File: src/common/core_config.svh
`ifndef CORE_CONFIG_SVH
`define CORE_CONFIG_SVH

// Data path and instruction word width
`define CORE_WORD_WIDTH 16

// General purpose registers
`define CORE_REG_COUNT 8

// Memory depths in words
`define CORE_IMEM_DEPTH 256
`define CORE_DMEM_DEPTH 256

`endif

File: src/common/isa_pkg.sv
`include "core_config.svh"

package isa_pkg;

   // Machine word and register index
   typedef logic [`CORE_WORD_WIDTH-1:0] word_t;
   typedef logic [$clog2(`CORE_REG_COUNT)-1:0] reg_idx_t;

   // Major opcodes, anything else is illegal
   typedef enum logic [4:0] {
      OP_HALT  = 5'b00000,
      OP_NOP   = 5'b00001,
      OP_ADDI  = 5'b01000,
      OP_SUBI  = 5'b01001,
      OP_BEQZ  = 5'b01100,
      OP_ST    = 5'b10000,
      OP_LD    = 5'b10001,
      OP_LBI   = 5'b11000,
      OP_RTYPE = 5'b11011
   } opcode_e;

   // Field layout, imm5 is [4:0] and imm8 is [7:0]
   typedef struct packed {
      opcode_e    opcode;
      reg_idx_t   rs;
      reg_idx_t   rt;
      reg_idx_t   rd;
      logic [1:0] funct;
   } instr_t;

   // ALU ops, same encoding as the R-type funct field
   typedef enum logic [1:0] {
      ALU_ADD = 2'b00,
      ALU_SUB = 2'b01,
      ALU_XOR = 2'b10,
      ALU_AND = 2'b11
   } alu_op_e;

   // Bubble shown while halted or held in reset
   localparam instr_t NOP_INSTR = '{opcode: OP_NOP, default: '0};

   // Sign-extended immediates
   function automatic word_t sext_imm5(instr_t i);
      return word_t'(signed'({i.rd, i.funct}));
   endfunction

   function automatic word_t sext_imm8(instr_t i);
      return word_t'(signed'({i.rt, i.rd, i.funct}));
   endfunction

endpackage

File: src/common/rf_if.sv
interface rf_if;

   import isa_pkg::*;

   // Read selects and data
   reg_idx_t rs1;
   reg_idx_t rs2;
   word_t    rd1;
   word_t    rd2;

   // Write port
   logic     we;
   reg_idx_t ws;
   word_t    wd;

   // Decode side drives selects, gets data back
   modport stage_rd (output rs1, rs2, input rd1, rd2);

   // Execute side drives the write port
   modport stage_wr (output we, ws, wd);

   modport regfile (input rs1, rs2, we, ws, wd, output rd1, rd2);

endinterface

File: src/design/regfile.sv
`include "core_config.svh"

module regfile (
   input logic   clk,
   input logic   rst_n,
   rf_if.regfile rf
);

   import isa_pkg::*;

   word_t regs [`CORE_REG_COUNT];

   // All registers clear on reset, one write per edge
   always_ff @(posedge clk or negedge rst_n) begin
      if (!rst_n) begin
         for (int i = 0; i < `CORE_REG_COUNT; i++) begin
            regs[i] <= '0;
         end
      end else if (rf.we) begin
         regs[rf.ws] <= rf.wd;
      end
   end

   // Write-to-read bypass on both ports
   assign rf.rd1 = (rf.we && (rf.ws == rf.rs1)) ? rf.wd : regs[rf.rs1];
   assign rf.rd2 = (rf.we && (rf.ws == rf.rs2)) ? rf.wd : regs[rf.rs2];

endmodule

File: src/flat_wrapper.sv
// flat-port wrapper written by rule: the top's interface ports become plain ports
module regfile_flat import isa_pkg::*;
  (clk, rst_n, rf_rs1, rf_rs2, rf_we, rf_ws, rf_wd, rf_rd1, rf_rd2);
  rf_if rf_i ();
  input logic clk;
  input logic rst_n;
  input wire logic [$bits(rf_i.rs1)-1:0] rf_rs1;
  input wire logic [$bits(rf_i.rs2)-1:0] rf_rs2;
  input wire logic [$bits(rf_i.we)-1:0] rf_we;
  input wire logic [$bits(rf_i.ws)-1:0] rf_ws;
  input wire logic [$bits(rf_i.wd)-1:0] rf_wd;
  output wire logic [$bits(rf_i.rd1)-1:0] rf_rd1;
  output wire logic [$bits(rf_i.rd2)-1:0] rf_rd2;
  assign rf_i.rs1 = rf_rs1;
  assign rf_i.rs2 = rf_rs2;
  assign rf_i.we = rf_we;
  assign rf_i.ws = rf_ws;
  assign rf_i.wd = rf_wd;
  assign rf_rd1 = rf_i.rd1;
  assign rf_rd2 = rf_i.rd2;
  regfile u_core (.clk(clk), .rst_n(rst_n), .rf(rf_i));
endmodule
File: config.mk
export PLATFORM = sky130hd
export DESIGN_NAME = regfile_flat
export DESIGN_NICKNAME = d
export VERILOG_FILES = /design/src/common/isa_pkg.sv /design/src/common/rf_if.sv /design/src/design/regfile.sv /design/src/flat_wrapper.sv
export VERILOG_INCLUDE_DIRS = /design/src /design/src/common
export SDC_FILE = /design/constraint.sdc
export NUM_CORES = 1
export LEC_CHECK = 0
export BUFFER_PORTS_ARGS = -buffer_cell sky130_fd_sc_hd__buf_2
export CAP_MARGIN = 30
export CORE_MARGIN = 2
export CORE_UTILIZATION = 30
export CTS_BUF_LIST = sky130_fd_sc_hd__clkbuf_8
export CTS_CLUSTER_SIZE = 14
export DETAILED_ROUTE_END_ITERATION = 7
export MAX_ROUTING_LAYER = met4
export PLACE_DENSITY = 0.57
export SETUP_SLACK_MARGIN = 0.3
export SYNTH_ARGS = -nofsm -noshare
export SYNTH_HDL_FRONTEND = slang
export SYNTH_SLANG_ARGS = --single-unit
File: constraint.sdc
create_clock -name clk -period 6 [get_ports clk]
set_input_delay 0.9 -clock clk [delete_from_list [all_inputs] [get_ports clk]]
set_output_delay 0.9 -clock clk [all_outputs]
set_load 0.03 [all_outputs]
==> impl_metrics.py <==
metrics = {
    "finish": {
        "nNetsFinal": 524,
        "largestRegisters": "u_core.regs: 128 flops",
        "top_register": "u_core.regs",
        "layout_common_cells": "mux2_2, dfrtp_1, mux4_1",
        "synthToLayoutAreaGrowth_pct": 13.7,
        "final_common_cell": "mux2_2",
        "fill_cells": 2317,
        "largest_reg_flops": 128,
        "drive_gt1_share_pct": 59.9,
    },
    "floorplanning": {
        "num_io_pins": 60,
        "die_area_um2": 26300,
        "die_x_um": 162,
        "start_util_pct": 30.7,
        "rows": 57,
        "die_y_um": 162,
        "coreArea_um2": 24500,
    },
    "timing": {
        "slew_headroom_pct": 50.1,
        "hold_viol_final": 0,
        "period_needed_ps": 4110,
        "finalCritPeriodShare_pct": 68.6,
        "rsz0062_at_grt": "no",
        "finalSetupTns_ps": 0,
        "clock.fmax_mhz": 243,
        "setup_viol": 0,
        "finalMaxSlewViolations": 0,
        "worstMarginPinSlew_ps": 747,
        "finClkSkew_ps": 0,
    },
    "synthesis": {
        "synth-seq-cells": 128,
        "yosysSeqAreaShare_pct": 42.7,
        "syn_area_per_cell_um2": 16.6,
        "yosysUniqueCellTypes": 17,
        "synth_nets": 480,
        "ys_top_cells_by_area": "dfrtp_1, mux2_2, mux4_1",
        "synth.largest_area_cell": "dfrtp_1",
        "syn_inst": 452,
        "yosysWarnings": 0,
        "netlist_area_um2": 7510,
        "synth_top_area_share_pct": 42.7,
    },
    "clock_tree": {
        "clk_latency_ps": 430,
        "cts_setup_buffers": 0,
        "cts_buffer_depth": 2,
        "clk_pin_slew_ps": 80,
        "cts_tree": "done",
        "hold_buffers": 0,
        "htree_levels": 4,
        "cts_sinks": 128,
        "clockRootBuffer": "clkbuf_8",
        "ctsResizeCount": 0,
        "cts_buffers": 17,
    },
    "critical_path": {
        "path_class": "in -> out",
        "worstSetupEndpointType": "output pin",
        "r2r_cells": 1,
        "worst-endpoint-required_ps": 5100,
        "max_stage_delay_ps": 600,
        "crit_chain": "buf_2, buf_4, mux4_1, mux2_2, mux2_2, buf_2",
        "crit_fanout": 18,
        "crit_path_start_kind": "input port",
        "slowest_stage": "mux4_1",
        "crit_arrival_ps": 3210,
    },
    "global_routing": {
        "grt_max_degree": 62,
        "grt_pass1_vias": 4806,
        "antenna_found_initial": 1,
        "overflow": 0,
        "grt_usage_pct": 14.8,
        "grt_pass1_wl_mm": 28.1,
    },
    "status": {
        "outcome": "complete, no violations",
    },
    "detailed_routing": {
        "drt_iter0_drc": 216,
        "avgViaCountPerCell": 5.20,
        "ant_nets": 0,
        "wire_per_inst_um": 21.8,
        "drc": 0,
        "first_pass_iters": 4,
        "vias": 4339,
        "routed_wl_mm": 18.2,
    },
    "power": {
        "p_leak_nw": 3.69,
        "p_total_mw": 2.88,
        "peakVddDrop_v": 0.000154,
        "p_per_area_nw_per_um2": 337,
    },
    "placed_design": {
        "routabilityCongestion": 0.727,
        "place_hpwl_mm": 11.4,
        "port-buffer-count": 59,
    },
    "job": {
        "max_cap_violations": 0,
    },
    "hold_path": {
        "hold_path.class": "in -> async",
    },
}
[synthesized netlist by cell type (all sizes together)]
cell	number
nand2b	1
mux4	64
nand4	3
xnor2	6
clkbuf	9
nor3b	2
buf	41
nand2	1
nor3	2
mux2	192
nand4b	3
dfrtp	128
[stage by stage]
step / area (um2) / hold WS, ps / setup WS, ps / instances / utilization (%)
4_1_cts: 8530 / 348 / 1880 / 833 / 34.9
2_1_floorplan: 7510 / 485 / 2780 / 452 / -
6_report: 8540 / 369 / 1890 / 834 / 34.9
3_5_place_dp: 8070 / 505 / 1880 / 801 / 33.0
3_3_place_gp: 8040 / 494 / 1900 / 800 / 32.9
5_1_grt: 8540 / 358 / 1800 / 834 / 34.9
[worst max-delay path: cells and delay by family]
family | cells | cell delay [ps]
multiplexers | 3 | 1180
buffers and inverters | 3 | 1110
[power breakdown]
group / switching (mW) / internal, mW / total (mW)
Sequential: 0.123 / 1.05 / 1.18
Clock: 0.331 / 0.523 / 0.855
Combinational: 0.374 / 0.473 / 0.847
Total: 0.828 / 2.05 / 2.88
[cells by family after synthesis]
kind of cell | share of synthesized area [%]
xor+xnor | 0.700
buf+inv | 3.77
flops | 42.7
mux | 51.5
simple gates | 1.33
[routing by layer]
| layer | share of wire [%] | GRT usage [%] | up-vias |
|---|---|---|---|
| met5 | 0 | - | - |
| met4 | 0.98 | 3.58 | 0 |
| met3 | 2.9 | 3.27 | 15 |
| met2 | 49 | 23.6 | 69 |
| met1 | 47 | 19.3 | 2359 |
| li1 | - | - | 1896 |
[path summary, 6_finish.rpt]
kind	slack (ps)	start	to
max in group asynchronous	4340	rst_n	u_core.regs[57]
min reg2reg	520	u_core.regs[41]	u_core.regs[41]
min in group clk	520	u_core.regs[41]	u_core.regs[41]
max reg2reg	5210	u_core.regs[70]	u_core.regs[70]
min	370	rst_n	u_core.regs[74]
max	1890	rf_rs1[0]	rf_rd1[1]
[final cells by class]
cell class	count	area, um2	share of cell area [%]
Multi-Input combinational cell	274	4020	47.1
Antenna cell	1	2.50	0.0293
Clock inverter	12	189	2.21
Clock buffer	20	275	3.22
Tap cell	324	405	4.75
Sequential cell	128	3200	37.5
Timing Repair Buffer	75	438	5.13
Power figures use the tool's default switching activity.
