**config.mk**
```make
export PLATFORM = sky130hd
export DESIGN_NAME = decode_stage_flat
export DESIGN_NICKNAME = d
export VERILOG_FILES = /design/src/common/isa_pkg.sv /design/src/common/core_pkg.sv /design/src/common/rf_if.sv /design/src/core/decode_stage.sv /design/src/flat_wrapper.sv
export VERILOG_INCLUDE_DIRS = /design/src /design/src/common
export SDC_FILE = /design/constraint.sdc
export NUM_CORES = 1
export LEC_CHECK = 0
export ABC_AREA = 1
export BUFFER_PORTS_ARGS = -buffer_cell sky130_fd_sc_hd__buf_4
export CAP_MARGIN = 20
export CORE_AREA = 2 2 57 59
export DETAILED_ROUTE_END_ITERATION = 8
export DIE_AREA = 0 0 59 61
export GPL_TIMING_DRIVEN = 1
export PLACE_DENSITY = 0.82
export SLEW_MARGIN = 20
export SYNTH_ARGS = -nofsm -noshare
export SYNTH_HDL_FRONTEND = slang
export SYNTH_SLANG_ARGS = --single-unit
```
**constraint.sdc**
```tcl
create_clock -name vclk -period 2.83
set_input_delay 0.4245 -clock vclk [all_inputs]
set_output_delay 0.4245 -clock vclk [all_outputs]
set_load 0.005 [all_outputs]
```
**src/common/core_config.svh**
```systemverilog
`ifndef CORE_CONFIG_SVH
`define CORE_CONFIG_SVH

// Data path and instruction word width
`define CORE_WORD_WIDTH 16

// General purpose registers
`define CORE_REG_COUNT 8

// Memory depths in words
`define CORE_IMEM_DEPTH 256
`define CORE_DMEM_DEPTH 256

`endif

```
**src/common/isa_pkg.sv**
```systemverilog
`include "core_config.svh"

package isa_pkg;

   // Machine word and register index
   typedef logic [`CORE_WORD_WIDTH-1:0] word_t;
   typedef logic [$clog2(`CORE_REG_COUNT)-1:0] reg_idx_t;

   // Major opcodes, anything else is illegal
   typedef enum logic [4:0] {
      OP_HALT  = 5'b00000,
      OP_NOP   = 5'b00001,
      OP_ADDI  = 5'b01000,
      OP_SUBI  = 5'b01001,
      OP_BEQZ  = 5'b01100,
      OP_ST    = 5'b10000,
      OP_LD    = 5'b10001,
      OP_LBI   = 5'b11000,
      OP_RTYPE = 5'b11011
   } opcode_e;

   // Field layout, imm5 is [4:0] and imm8 is [7:0]
   typedef struct packed {
      opcode_e    opcode;
      reg_idx_t   rs;
      reg_idx_t   rt;
      reg_idx_t   rd;
      logic [1:0] funct;
   } instr_t;

   // ALU ops, same encoding as the R-type funct field
   typedef enum logic [1:0] {
      ALU_ADD = 2'b00,
      ALU_SUB = 2'b01,
      ALU_XOR = 2'b10,
      ALU_AND = 2'b11
   } alu_op_e;

   // Bubble shown while halted or held in reset
   localparam instr_t NOP_INSTR = '{opcode: OP_NOP, default: '0};

   // Sign-extended immediates
   function automatic word_t sext_imm5(instr_t i);
      return word_t'(signed'({i.rd, i.funct}));
   endfunction

   function automatic word_t sext_imm8(instr_t i);
      return word_t'(signed'({i.rt, i.rd, i.funct}));
   endfunction

endpackage

```
**src/common/core_pkg.sv**
```systemverilog
package core_pkg;

   import isa_pkg::*;

   // Write-back source
   typedef enum logic [1:0] {
      WB_ALU,
      WB_MEM,
      WB_IMM
   } wb_src_e;

   // Decoded control for one instruction
   typedef struct packed {
      alu_op_e alu_op;
      logic    b_is_imm;
      logic    mem_rd;
      logic    mem_wr;
      logic    reg_wr;
      wb_src_e wb_src;
      logic    branch;
      logic    halt;
      logic    illegal;
   } ctrl_t;

   // Fetch to decode
   typedef struct packed {
      word_t  pc_plus2;
      instr_t instr;
   } fetch_out_t;

   // Decode to execute/memory, pc_plus2 rides along for branches
   typedef struct packed {
      ctrl_t    ctrl;
      word_t    pc_plus2;
      word_t    rs_val;
      word_t    rt_val;
      word_t    imm;
      reg_idx_t dest;
   } decode_out_t;

endpackage

```
**src/common/rf_if.sv**
```systemverilog
interface rf_if;

   import isa_pkg::*;

   // Read selects and data
   reg_idx_t rs1;
   reg_idx_t rs2;
   word_t    rd1;
   word_t    rd2;

   // Write port
   logic     we;
   reg_idx_t ws;
   word_t    wd;

   // Decode side drives selects, gets data back
   modport stage_rd (output rs1, rs2, input rd1, rd2);

   // Execute side drives the write port
   modport stage_wr (output we, ws, wd);

   modport regfile (input rs1, rs2, we, ws, wd, output rd1, rd2);

endinterface

```
**src/core/decode_stage.sv**
```systemverilog
module decode_stage (
   input  core_pkg::fetch_out_t  fin,
   rf_if.stage_rd                rf,
   output core_pkg::decode_out_t dout
);

   import isa_pkg::*;
   import core_pkg::*;

   instr_t   instr;
   ctrl_t    ctrl;
   reg_idx_t dest;
   logic     use_imm8;

   assign instr = fin.instr;

   // Register reads, rs on port 1 and rt on port 2
   assign rf.rs1 = instr.rs;
   assign rf.rs2 = instr.rt;

   // Opcode to control
   always_comb begin
      ctrl     = '0;
      dest     = instr.rt;
      use_imm8 = 1'b0;
      case (instr.opcode)
         OP_HALT: ctrl.halt = 1'b1;
         OP_NOP: ;
         OP_ADDI, OP_SUBI: begin
            ctrl.alu_op   = (instr.opcode == OP_SUBI) ? ALU_SUB : ALU_ADD;
            ctrl.b_is_imm = 1'b1;
            ctrl.reg_wr   = 1'b1;
            ctrl.wb_src   = WB_ALU;
         end
         OP_BEQZ: begin
            ctrl.branch = 1'b1;
            use_imm8    = 1'b1;
         end
         // Store data is rt, address is rs + imm5
         OP_ST: ctrl.mem_wr = 1'b1;
         OP_LD: begin
            ctrl.mem_rd = 1'b1;
            ctrl.reg_wr = 1'b1;
            ctrl.wb_src = WB_MEM;
         end
         // LBI writes back into rs
         OP_LBI: begin
            ctrl.reg_wr = 1'b1;
            ctrl.wb_src = WB_IMM;
            dest        = instr.rs;
            use_imm8    = 1'b1;
         end
         OP_RTYPE: begin
            ctrl.alu_op = alu_op_e'(instr.funct);
            ctrl.reg_wr = 1'b1;
            ctrl.wb_src = WB_ALU;
            dest        = instr.rd;
         end
         // Unknown opcode, all enables stay low
         default: ctrl.illegal = 1'b1;
      endcase
   end

   assign dout.ctrl     = ctrl;
   assign dout.pc_plus2 = fin.pc_plus2;
   assign dout.rs_val   = rf.rd1;
   assign dout.rt_val   = rf.rd2;
   assign dout.imm      = use_imm8 ? sext_imm8(instr) : sext_imm5(instr);
   assign dout.dest     = dest;

endmodule

```
**src/flat_wrapper.sv**
```systemverilog
// flat-port wrapper written by rule: the top's interface ports become plain ports
module decode_stage_flat import isa_pkg::*; import core_pkg::*;
  (fin, dout, rf_rs1, rf_rs2, rf_rd1, rf_rd2);
  rf_if rf_i ();
  input  core_pkg::fetch_out_t fin;
  output core_pkg::decode_out_t dout;
  output wire logic [$bits(rf_i.rs1)-1:0] rf_rs1;
  output wire logic [$bits(rf_i.rs2)-1:0] rf_rs2;
  input wire logic [$bits(rf_i.rd1)-1:0] rf_rd1;
  input wire logic [$bits(rf_i.rd2)-1:0] rf_rd2;
  assign rf_rs1 = rf_i.rs1;
  assign rf_rs2 = rf_i.rs2;
  assign rf_i.rd1 = rf_rd1;
  assign rf_i.rd2 = rf_rd2;
  decode_stage u_core (.fin(fin), .rf(rf_i), .dout(dout));
endmodule
```
==> results.md <==
- Synth cell types: 13
- Via density: 4.40
- HP Class: input pin to primary output
- Post-route DRC violation count: 0
- Full die area: 3600 µm²
- Max Transition Viols Final: 0
- Row cnt: 20
- Max_slew headroom: 81.9%
- Chip height: 61 µm
- Hold path start: rf_rd2[0]
- CTS resizes: 0
- DR WL/cell: 13.4 µm
- Area Overhead vs Synth: -9.22%
- Post-layout min period: 1.90 ns
- Crit share post-route: 67.0%
- Max incr delay on CP: 0.20 ns
- Core area: 2950 µm²
- Seq/Total Area, Yosys: 0%
- HPWL after detailed placement: 1.65 mm
- GRT Residual Overflow: 0
- Max IR drop VDD: 0.0163 mV
- Cell Area, Synth: 773 µm²
- Crit-path cells: buf_4, nor2_2, nand3_2, nand2_1, nand2_1, nand2_1, buf_4
- Mapped Cells: 123
- Vias: 621
- Largest net degree at the start of global routing: 10
- Final instance area: 702 µm²
- Worst Setup SP: fin[11]
- Post-CTS setup buffers: 0
- Crit start category: input pin
- Total track usage: 8.95%
- Yosys warns: 0
- Req. time, crit path: 2.41 ns
- Critical path's most frequent cell: nand2_1
- Initial antenna violation count: 0
- Vias in the first global route: 518
- Slowest stage cell, crit path: nand2_1
- Synth top area cells: buf_4 65%, nand2_1 9.2%, nand3_1 7.8%, inv_1 3.4%, nor2_1 3.4%
- # clk buffers: 0
- Global placement routability congestion: 0.708
- F_max: 527 MHz
- Worst EP arrival: 1.47 ns
- Power Dens Cells: 135 nW/µm²
- RSZ-0062 raised after global routing: no
- Max cap viols: 0
- FF/Latch Area: 0 µm²
- Fillers: 347
- Syn_nets: 187
- Initial Util: 26.2%
- Final Net Count: 174
- Worst setup path class: input pin to primary output
- Antenna-violating nets left: 0
- Final hold vios: 0
- Antenna cells: 0
- 1st-iter DRT viols: 26
- Drt first pass iters: 4
- Setup TNS: 0 ns
- DIE WIDTH: 59 µm
- Area of the multi-input gates: 240 µm²
- Total wire length: 1.90 mm
- Worst-Margin Slew: 0.271 ns
- Count of flip-flops and latches: 0
- Final hold slack: 0.849 ns
- Pleak: 0.415 nW
- Io pins: 148
- Largest area contributor in the netlist: buf_4
- Share of layout cells above drive strength 1: 54.6%
- Hold-fix buffers at CTS: 0
- Outcome: complete, no violations
- Mean post-synth cell area: 6.29 µm²
- Final setup vio count: 0
- Placement Cell Area: 702 µm²
- Maximum fanout along the worst path: 9
- Input/output buffers: 52
- First-pass GRT wire length: 2.49 mm
- CP endpoint kind: primary output
- Synth top area share: 65.0%
[routing by layer]
layer,global-route usage [%],wire [µm]
met4,8.77,167
met2,14.3,821
met5,0,0
met1,8.73,607
met3,3.62,299
[kinds of logic after synthesis]
kind of cell           Yosys count  synth area share [%]
buffers and inverters           75                  68.9
and+or+nand+nor                 48                  31.1
[cell usage after synthesis]
| cell | n |
|---|---|
| buf_4 | 67 |
| nand2_1 | 19 |
| nand3_1 | 12 |
| inv_1 | 7 |
| nor2_1 | 7 |
| nor3_1 | 3 |
| nor2_4 | 2 |
| inv_2 | 1 |
| nand2_2 | 1 |
| nand3_2 | 1 |
| nand4_1 | 1 |
| nor2_2 | 1 |
| nor3_4 | 1 |
[critical path: cells and delay by family]
family | cells | cell delay [ns]
buffers and inverters | 2 | 0.29
and+or+nand+nor | 5 | 0.76
[metrics by stage]
stage / cells / power (mW) / setup slack, ns / utilization (%)
finish: 141 / 0.0951 / 0.933 / 23.8
global route: 141 / 0.104 / 0.775 / 23.8
CTS: 141 / 0.0963 / 0.911 / 23.8
detailed placement: 141 / 0.0962 / 0.912 / 23.8
global placement: 141 / 0.0945 / 0.962 / 23.8
floorplan: 123 / 0.105 / 1.20 / -
[final timing paths]
path / end / slack [ns] / cells past startpoint
worst min-delay path: dout[19] / 0.85 / 0
worst max-delay path: dout[15] / 0.93 / 7
[power breakdown]
group	internal, mW	leakage (nW)	switching, mW
sequential	0	0	0
combinational	0.0532	0.415	0.0419
clock	0	0	0
[layout by cell type (no fill, tap or decap)]
master,instances
nor2_4,2
nor3_1,3
nor2_2,1
nand4_1,1
nor2_1,7
inv_1,7
nand2_2,1
nor3_4,1
inv_2,1
nand3_1,12
buf_4,52
nand2_1,19
nand3_2,1
[final cells by class]
type / count / area share, %
timing repair buffer: 52 / 55.6
multi-input combinational: 48 / 34.2
tap: 33 / 5.88
inverter: 8 / 4.28
(Power assumes the default switching activity.)
