==> src/common/core_config.svh <==
`ifndef CORE_CONFIG_SVH
`define CORE_CONFIG_SVH

// Data path and instruction word width
`define CORE_WORD_WIDTH 16

// General purpose registers
`define CORE_REG_COUNT 8

// Memory depths in words
`define CORE_IMEM_DEPTH 256
`define CORE_DMEM_DEPTH 256

`endif

==> src/common/isa_pkg.sv <==
`include "core_config.svh"

package isa_pkg;

   // Machine word and register index
   typedef logic [`CORE_WORD_WIDTH-1:0] word_t;
   typedef logic [$clog2(`CORE_REG_COUNT)-1:0] reg_idx_t;

   // Major opcodes, anything else is illegal
   typedef enum logic [4:0] {
      OP_HALT  = 5'b00000,
      OP_NOP   = 5'b00001,
      OP_ADDI  = 5'b01000,
      OP_SUBI  = 5'b01001,
      OP_BEQZ  = 5'b01100,
      OP_ST    = 5'b10000,
      OP_LD    = 5'b10001,
      OP_LBI   = 5'b11000,
      OP_RTYPE = 5'b11011
   } opcode_e;

   // Field layout, imm5 is [4:0] and imm8 is [7:0]
   typedef struct packed {
      opcode_e    opcode;
      reg_idx_t   rs;
      reg_idx_t   rt;
      reg_idx_t   rd;
      logic [1:0] funct;
   } instr_t;

   // ALU ops, same encoding as the R-type funct field
   typedef enum logic [1:0] {
      ALU_ADD = 2'b00,
      ALU_SUB = 2'b01,
      ALU_XOR = 2'b10,
      ALU_AND = 2'b11
   } alu_op_e;

   // Bubble shown while halted or held in reset
   localparam instr_t NOP_INSTR = '{opcode: OP_NOP, default: '0};

   // Sign-extended immediates
   function automatic word_t sext_imm5(instr_t i);
      return word_t'(signed'({i.rd, i.funct}));
   endfunction

   function automatic word_t sext_imm8(instr_t i);
      return word_t'(signed'({i.rt, i.rd, i.funct}));
   endfunction

endpackage

==> src/common/core_pkg.sv <==
package core_pkg;

   import isa_pkg::*;

   // Write-back source
   typedef enum logic [1:0] {
      WB_ALU,
      WB_MEM,
      WB_IMM
   } wb_src_e;

   // Decoded control for one instruction
   typedef struct packed {
      alu_op_e alu_op;
      logic    b_is_imm;
      logic    mem_rd;
      logic    mem_wr;
      logic    reg_wr;
      wb_src_e wb_src;
      logic    branch;
      logic    halt;
      logic    illegal;
   } ctrl_t;

   // Fetch to decode
   typedef struct packed {
      word_t  pc_plus2;
      instr_t instr;
   } fetch_out_t;

   // Decode to execute/memory, pc_plus2 rides along for branches
   typedef struct packed {
      ctrl_t    ctrl;
      word_t    pc_plus2;
      word_t    rs_val;
      word_t    rt_val;
      word_t    imm;
      reg_idx_t dest;
   } decode_out_t;

endpackage

==> src/core/fetch_stage.sv <==
`include "core_config.svh"

module fetch_stage (
   input  logic                                  clk,
   input  logic                                  rst_n,
   input  logic                                  imem_wr,
   input  logic [$clog2(`CORE_IMEM_DEPTH)-1:0]   imem_addr,
   input  isa_pkg::word_t                        imem_data,
   input  logic                                  br_taken,
   input  isa_pkg::word_t                        br_target,
   input  logic                                  halt_req,
   output logic                                  halted,
   output core_pkg::fetch_out_t                  fout
);

   import isa_pkg::*;
   import core_pkg::*;

   localparam int IMEM_AW = $clog2(`CORE_IMEM_DEPTH);

   word_t  pc;
   word_t  pc_plus2;
   word_t  next_pc;
   instr_t imem_rdata;

   // Program memory, word indexed by pc[8:1]
   sram_1r1w #(
      .payload_t (instr_t),
      .DEPTH     (`CORE_IMEM_DEPTH)
   ) imem0 (
      .clk   (clk),
      .wr    (imem_wr),
      .waddr (imem_addr),
      .wdata (instr_t'(imem_data)),
      .raddr (pc[IMEM_AW:1]),
      .rdata (imem_rdata)
   );

   assign pc_plus2 = pc + word_t'(2);

   // Hold on halt, else branch or step
   always_comb begin
      if (halted || halt_req) begin
         next_pc = pc;
      end else if (br_taken) begin
         next_pc = br_target;
      end else begin
         next_pc = pc_plus2;
      end
   end

   // PC and sticky halt flag
   always_ff @(posedge clk or negedge rst_n) begin
      if (!rst_n) begin
         pc     <= '0;
         halted <= 1'b0;
      end else begin
         pc     <= next_pc;
         halted <= halted | halt_req;
      end
   end

   // Bubble while in reset or halted so nothing downstream acts
   assign fout.pc_plus2 = pc_plus2;
   assign fout.instr    = (rst_n && !halted) ? imem_rdata : NOP_INSTR;

endmodule

==> src/design/sram_1r1w.sv <==
module sram_1r1w #(
   parameter type payload_t = logic,
   parameter int  DEPTH     = 256
) (
   input  logic                     clk,
   input  logic                     wr,
   input  logic [$clog2(DEPTH)-1:0] waddr,
   input  payload_t                 wdata,
   input  logic [$clog2(DEPTH)-1:0] raddr,
   output payload_t                 rdata
);

   // Storage array, contents undefined until written
   payload_t mem [DEPTH];

   // Write on the rising edge
   always_ff @(posedge clk) begin
      if (wr) begin
         mem[waddr] <= wdata;
      end
   end

   // Asynchronous read
   assign rdata = mem[raddr];

endmodule

==> config.mk <==
export PLATFORM = sky130hd
export DESIGN_NAME = fetch_stage
export DESIGN_NICKNAME = d
export VERILOG_FILES = /design/src/common/isa_pkg.sv /design/src/common/core_pkg.sv /design/src/core/fetch_stage.sv /design/src/design/sram_1r1w.sv
export VERILOG_INCLUDE_DIRS = /design/src /design/src/common
export SDC_FILE = /design/constraint.sdc
export NUM_CORES = 2
export LEC_CHECK = 0
export ABC_AREA = 0
export BUFFER_PORTS_ARGS = -buffer_cell sky130_fd_sc_hd__buf_2
export CELL_PAD_IN_SITES_DETAIL_PLACEMENT = 2
export CELL_PAD_IN_SITES_GLOBAL_PLACEMENT = 2
export CORE_MARGIN = 1
export CORE_UTILIZATION = 30
export CTS_CLUSTER_SIZE = 24
export DETAILED_ROUTE_END_ITERATION = 16
export HOLD_SLACK_MARGIN = 0.08
export PLACE_DENSITY_LB_ADDON = 0.3
export SYNTH_ARGS = -nofsm -noshare
export SYNTH_HDL_FRONTEND = slang
export SYNTH_HIERARCHICAL = 1
export SYNTH_SLANG_ARGS = --single-unit
==> constraint.sdc <==
create_clock -name clk -period 3 [get_ports clk]
set_input_delay 0.3 -clock clk [delete_from_list [all_inputs] [get_ports clk]]
set_output_delay 0.3 -clock clk [all_outputs]
set_load 0.01 [all_outputs]
==> flow_summary.toml <==
[outcome]
status = "finished, violations left"
violations = "negative setup slack"

[power_and_ir_drop]
peakVddDrop_v = 0.000561
p_switching_uw = 34000
seqPwrFrac_pct = 46.5
leakage_uw = 0.0629
clkPwrFrac_pct = 39.8
power_density_nw_per_um2 = 690
combPwrFrac_pct = 13.7
internal_power_uw = 102000
p_total_uw = 136000
netSwitchingFraction_pct = 25.0

[floorplan]
die_x_um = 732
die_area_um2 = 535000
coreArea_um2 = 530000
start_util_pct = 30.2
rows = 267
die_h_um = 732
pin_count = 78

[detailed_routing]
finalWirelength_mm = 536
drc = 0
via_per_inst = 5.24
wl_per_cell_um = 32.9
drtIter0Drc = 8309
routed-via-count = 85248
dr.pass1.iters = 5
ant_nets = 0

[setup_path]
timing.rr.end = "pc[15]"
crit_type = "reg -> out"
worst_ep_arrival_time_ns = 4.62
required_ns = 2.70
start_kind = "register"
path_max_fanout = 6
crit_top_cell = "buf_12"
crit_chain = "buf_12 > buf_6 > buf_12 > buf_12 > buf_4 > mux4_2 > mux4_2 > a22o_4 > o32ai_4 > nor4_4 > and2_1 > buf_2"
max_stage_delay_ns = 0.53
cp_slowest_cell = "o32ai_4"
reg2regPathDepth = 12
rrSetupSlack_ns = -0.07
end_kind = "primary output"
r2r_start = "pc[1]"

[placement]
port-buffer-count = 77
dp_hpwl_mm = 329
gp_congestion = 0.858
dp.cells = 15236
dpl_cell_area_um2 = 178000

[clock_tree]
h-tree-depth = 5
root_buffer = "clkbuf_16"
cts_max_path_buffers = 4
tritoncts = "yes"
clock_latency_ns = 1.01
numCtsBuffers = 448
clk_pin_slew_ns = 0.06
cts_num_sinks = 4113

[sta]
finalCriticalPeriod_ns = 4.92
slew_viol_final = 0
holdWs_ns = 0.303
setup_viol = 31
relSlewSlack_pct = 5.23
fmax_ghz = 0.203
final.setup.worst_slack_ns = -1.92
worst_clock_skew_ns = 0.0363
rsz0062_at_grt = "yes"
worst_pin_slew_ns = 1.42
hold_viol_final = 0
fin_crit_sh_pct = 164

[global_routing]
grt_pass1_wl_mm = 743
grtUsageTotal_pct = 19.4
antenna_found_initial = 35
grt_max_degree = 142
grt_overflow = 0
grt_pass1_vias = 91675

[finish]
layout-drive-gt1-share_pct = 35.1
synthToLayoutAreaGrowth_pct = 23.8
nFillCells = 50225
finalNonFillerCells = 16283
fin_nets = 8946
fin_util_pct = 37.3
finalInstanceArea_um2 = 198000

[logic_synthesis]
syn_nets = 7539
postSynth.asyncResetShare_pct = 0.413
yosysWarnings = 6
synth_enable_flop_cells = 4096
ys_seq_area_share_pct = 77.3
synthFlopType = "edfxtp_1"
synth.distinct_cells = 66
syn_area_per_cell_um2 = 21.3
syn_inst = 7493
synth_seq_cells = 4113
netlist_area_um2 = 160000

[job]
max_cap_violations = 0

[worst_hold_path]
hold_path.class = "in -> reg"
min-delay-start = "imem_addr[4]"
min_to = "imem0/mem[241][15]"
hold_depth = 4
==> power groups by stage <==
stage,clock network [uW],registers [uW],logic (uW)
after CTS,55400,63400,18200
after floorplan,0,64600,8400
final,54300,63400,18700
after global routing,57200,63400,19400
after detailed placement,0,64600,16200
after global placement,0,64600,15800
==> worst max-delay path: cells and delay by family, from the launching register on <==
kind	cells	cell delay (ns)
multiplexers	2	0.97
buffers and inverters	6	0.87
AO/OA/AOI/OAI	2	0.85
flip-flops	1	0.45
AND/OR/NAND/NOR	2	0.40
==> cell families after synthesis <==
| family | count (synthesis) | share of synthesized area (%) |
|---|---|---|
| buf+inv | 472 | 1.73 |
| simple gates | 625 | 1.83 |
| fa+ha+maj | 1 | 0.00783 |
| flops | 4113 | 77.3 |
| xor+xnor | 13 | 0.0713 |
| compound gates | 816 | 3.64 |
| mux | 1453 | 15.4 |
==> through the flow <==
stage	setup slack, ns	setup TNS [ns]
finish	-1.92	-35.70
global route	-2.02	-38.22
CTS	-1.95	-36.66
detailed placement	-1.97	-24.82
global placement	-2.41	-25.56
floorplan	0.0882	0
==> timing repair <==
action	4_1_cts	5_1_grt
hold endpoints to repair	2534	0
gates cloned	28	13
hold buffers	68	0
setup buffers	86	34
pin swaps	64	69
setup endpoints to repair	31	31
resized for setup	401	132
==> cell usage in the layout, fill, tap and decap left out, drive strengths merged, types with 17 or more instances in the layout <==
master       Yosys  layout
nand2           52      52
edfxtp        4096    4096
mux2i          567     567
and2            19      19
o221ai         253     253
bufinv           0      35
a22o            32      32
nor2           309     309
nor3            96      96
nor4            18      18
a221oi          28      28
a21oi          184     184
mux2            89      89
and3            17      17
clkbuf         234     566
a211oi          18      18
a22oi           44      44
o21ai           47      47
nand3           47      47
o32ai           21      21
mux4           797     797
o22ai          149     149
dfrtp           17      17
inv              9      22
nand4           29      29
buf            229    1328
clkinv           0     219
dlygate4sd3      0      68
==> flip-flops by register name, summed over array words and instances, names as in the netlist <==
| name | flops |
|---|---|
| imem0/mem | 4096 |
| pc | 16 |
| halted | 1 |
==> worst max-delay path by stage <==
| stage | startpoint | end | slack [ns] |
|---|---|---|---|
| global route | pc[1] | fout[13] | -2.02 |
| global placement | pc[1] | fout[3] | -2.41 |
| CTS | pc[1] | fout[4] | -1.95 |
| floorplan | pc[1] | fout[11] | 0.09 |
| detailed placement | pc[1] | fout[12] | -1.97 |
| finish | pc[1] | fout[13] | -1.92 |
==> cell usage after synthesis, types with 7 or more instances <==
library cell / number / share of area, %
edfxtp_1: 4096 / 77
mux4_2: 797 / 11
mux2i_1: 567 / 3.6
nor2_1: 309 / 0.73
o221ai_1: 252 / 1.4
clkbuf_1: 234 / 0.55
a21oi_1: 184 / 0.58
o22ai_1: 149 / 0.58
nor3_1: 96 / 0.30
mux2_2: 88 / 0.62
buf_2: 79 / 0.25
buf_6: 78 / 0.55
nand2_1: 52 / 0.12
nand3_1: 45 / 0.14
a22oi_1: 44 / 0.21
o21ai_0: 41 / 0.13
a22o_1: 32 / 0.18
buf_4: 29 / 0.14
a221oi_1: 28 / 0.15
buf_1: 27 / 0.063
nand4_1: 26 / 0.10
o32ai_1: 20 / 0.11
a211oi_1: 18 / 0.085
and2_1: 18 / 0.071
and3_1: 17 / 0.067
dfrtp_1: 17 / 0.27
nor4_1: 17 / 0.067
o31ai_1: 16 / 0.075
buf_8: 11 / 0.10
xnor2_1: 11 / 0.060
nor2b_1: 10 / 0.039
and4_1: 7 / 0.038
==> routing by layer <==
layer	vias up	wire (um)	part of all wire (%)	GRT usage (%)
met5	-	109	0.020	0
met4	16	18000	3.4	6.14
met3	732	29000	5.4	2.85
met2	2733	260000	49	32.3
met1	47089	229000	43	26.3
li1	34678	-	-	-
==> cell type report <==
cell class | instances | area (um2) | share of cell area (%)
flip-flops and latches | 4113 | 123000 | 62.4
clock buffers | 554 | 11700 | 5.90
clock inverters | 275 | 2610 | 1.32
multi-input cells | 2908 | 35800 | 18.1
well taps | 6994 | 8750 | 4.43
diodes | 10 | 25.0 | 0.0127
repair buffers | 1420 | 15300 | 7.75
inverters | 9 | 46.3 | 0.0234
Power figures use the tool's default switching activity.
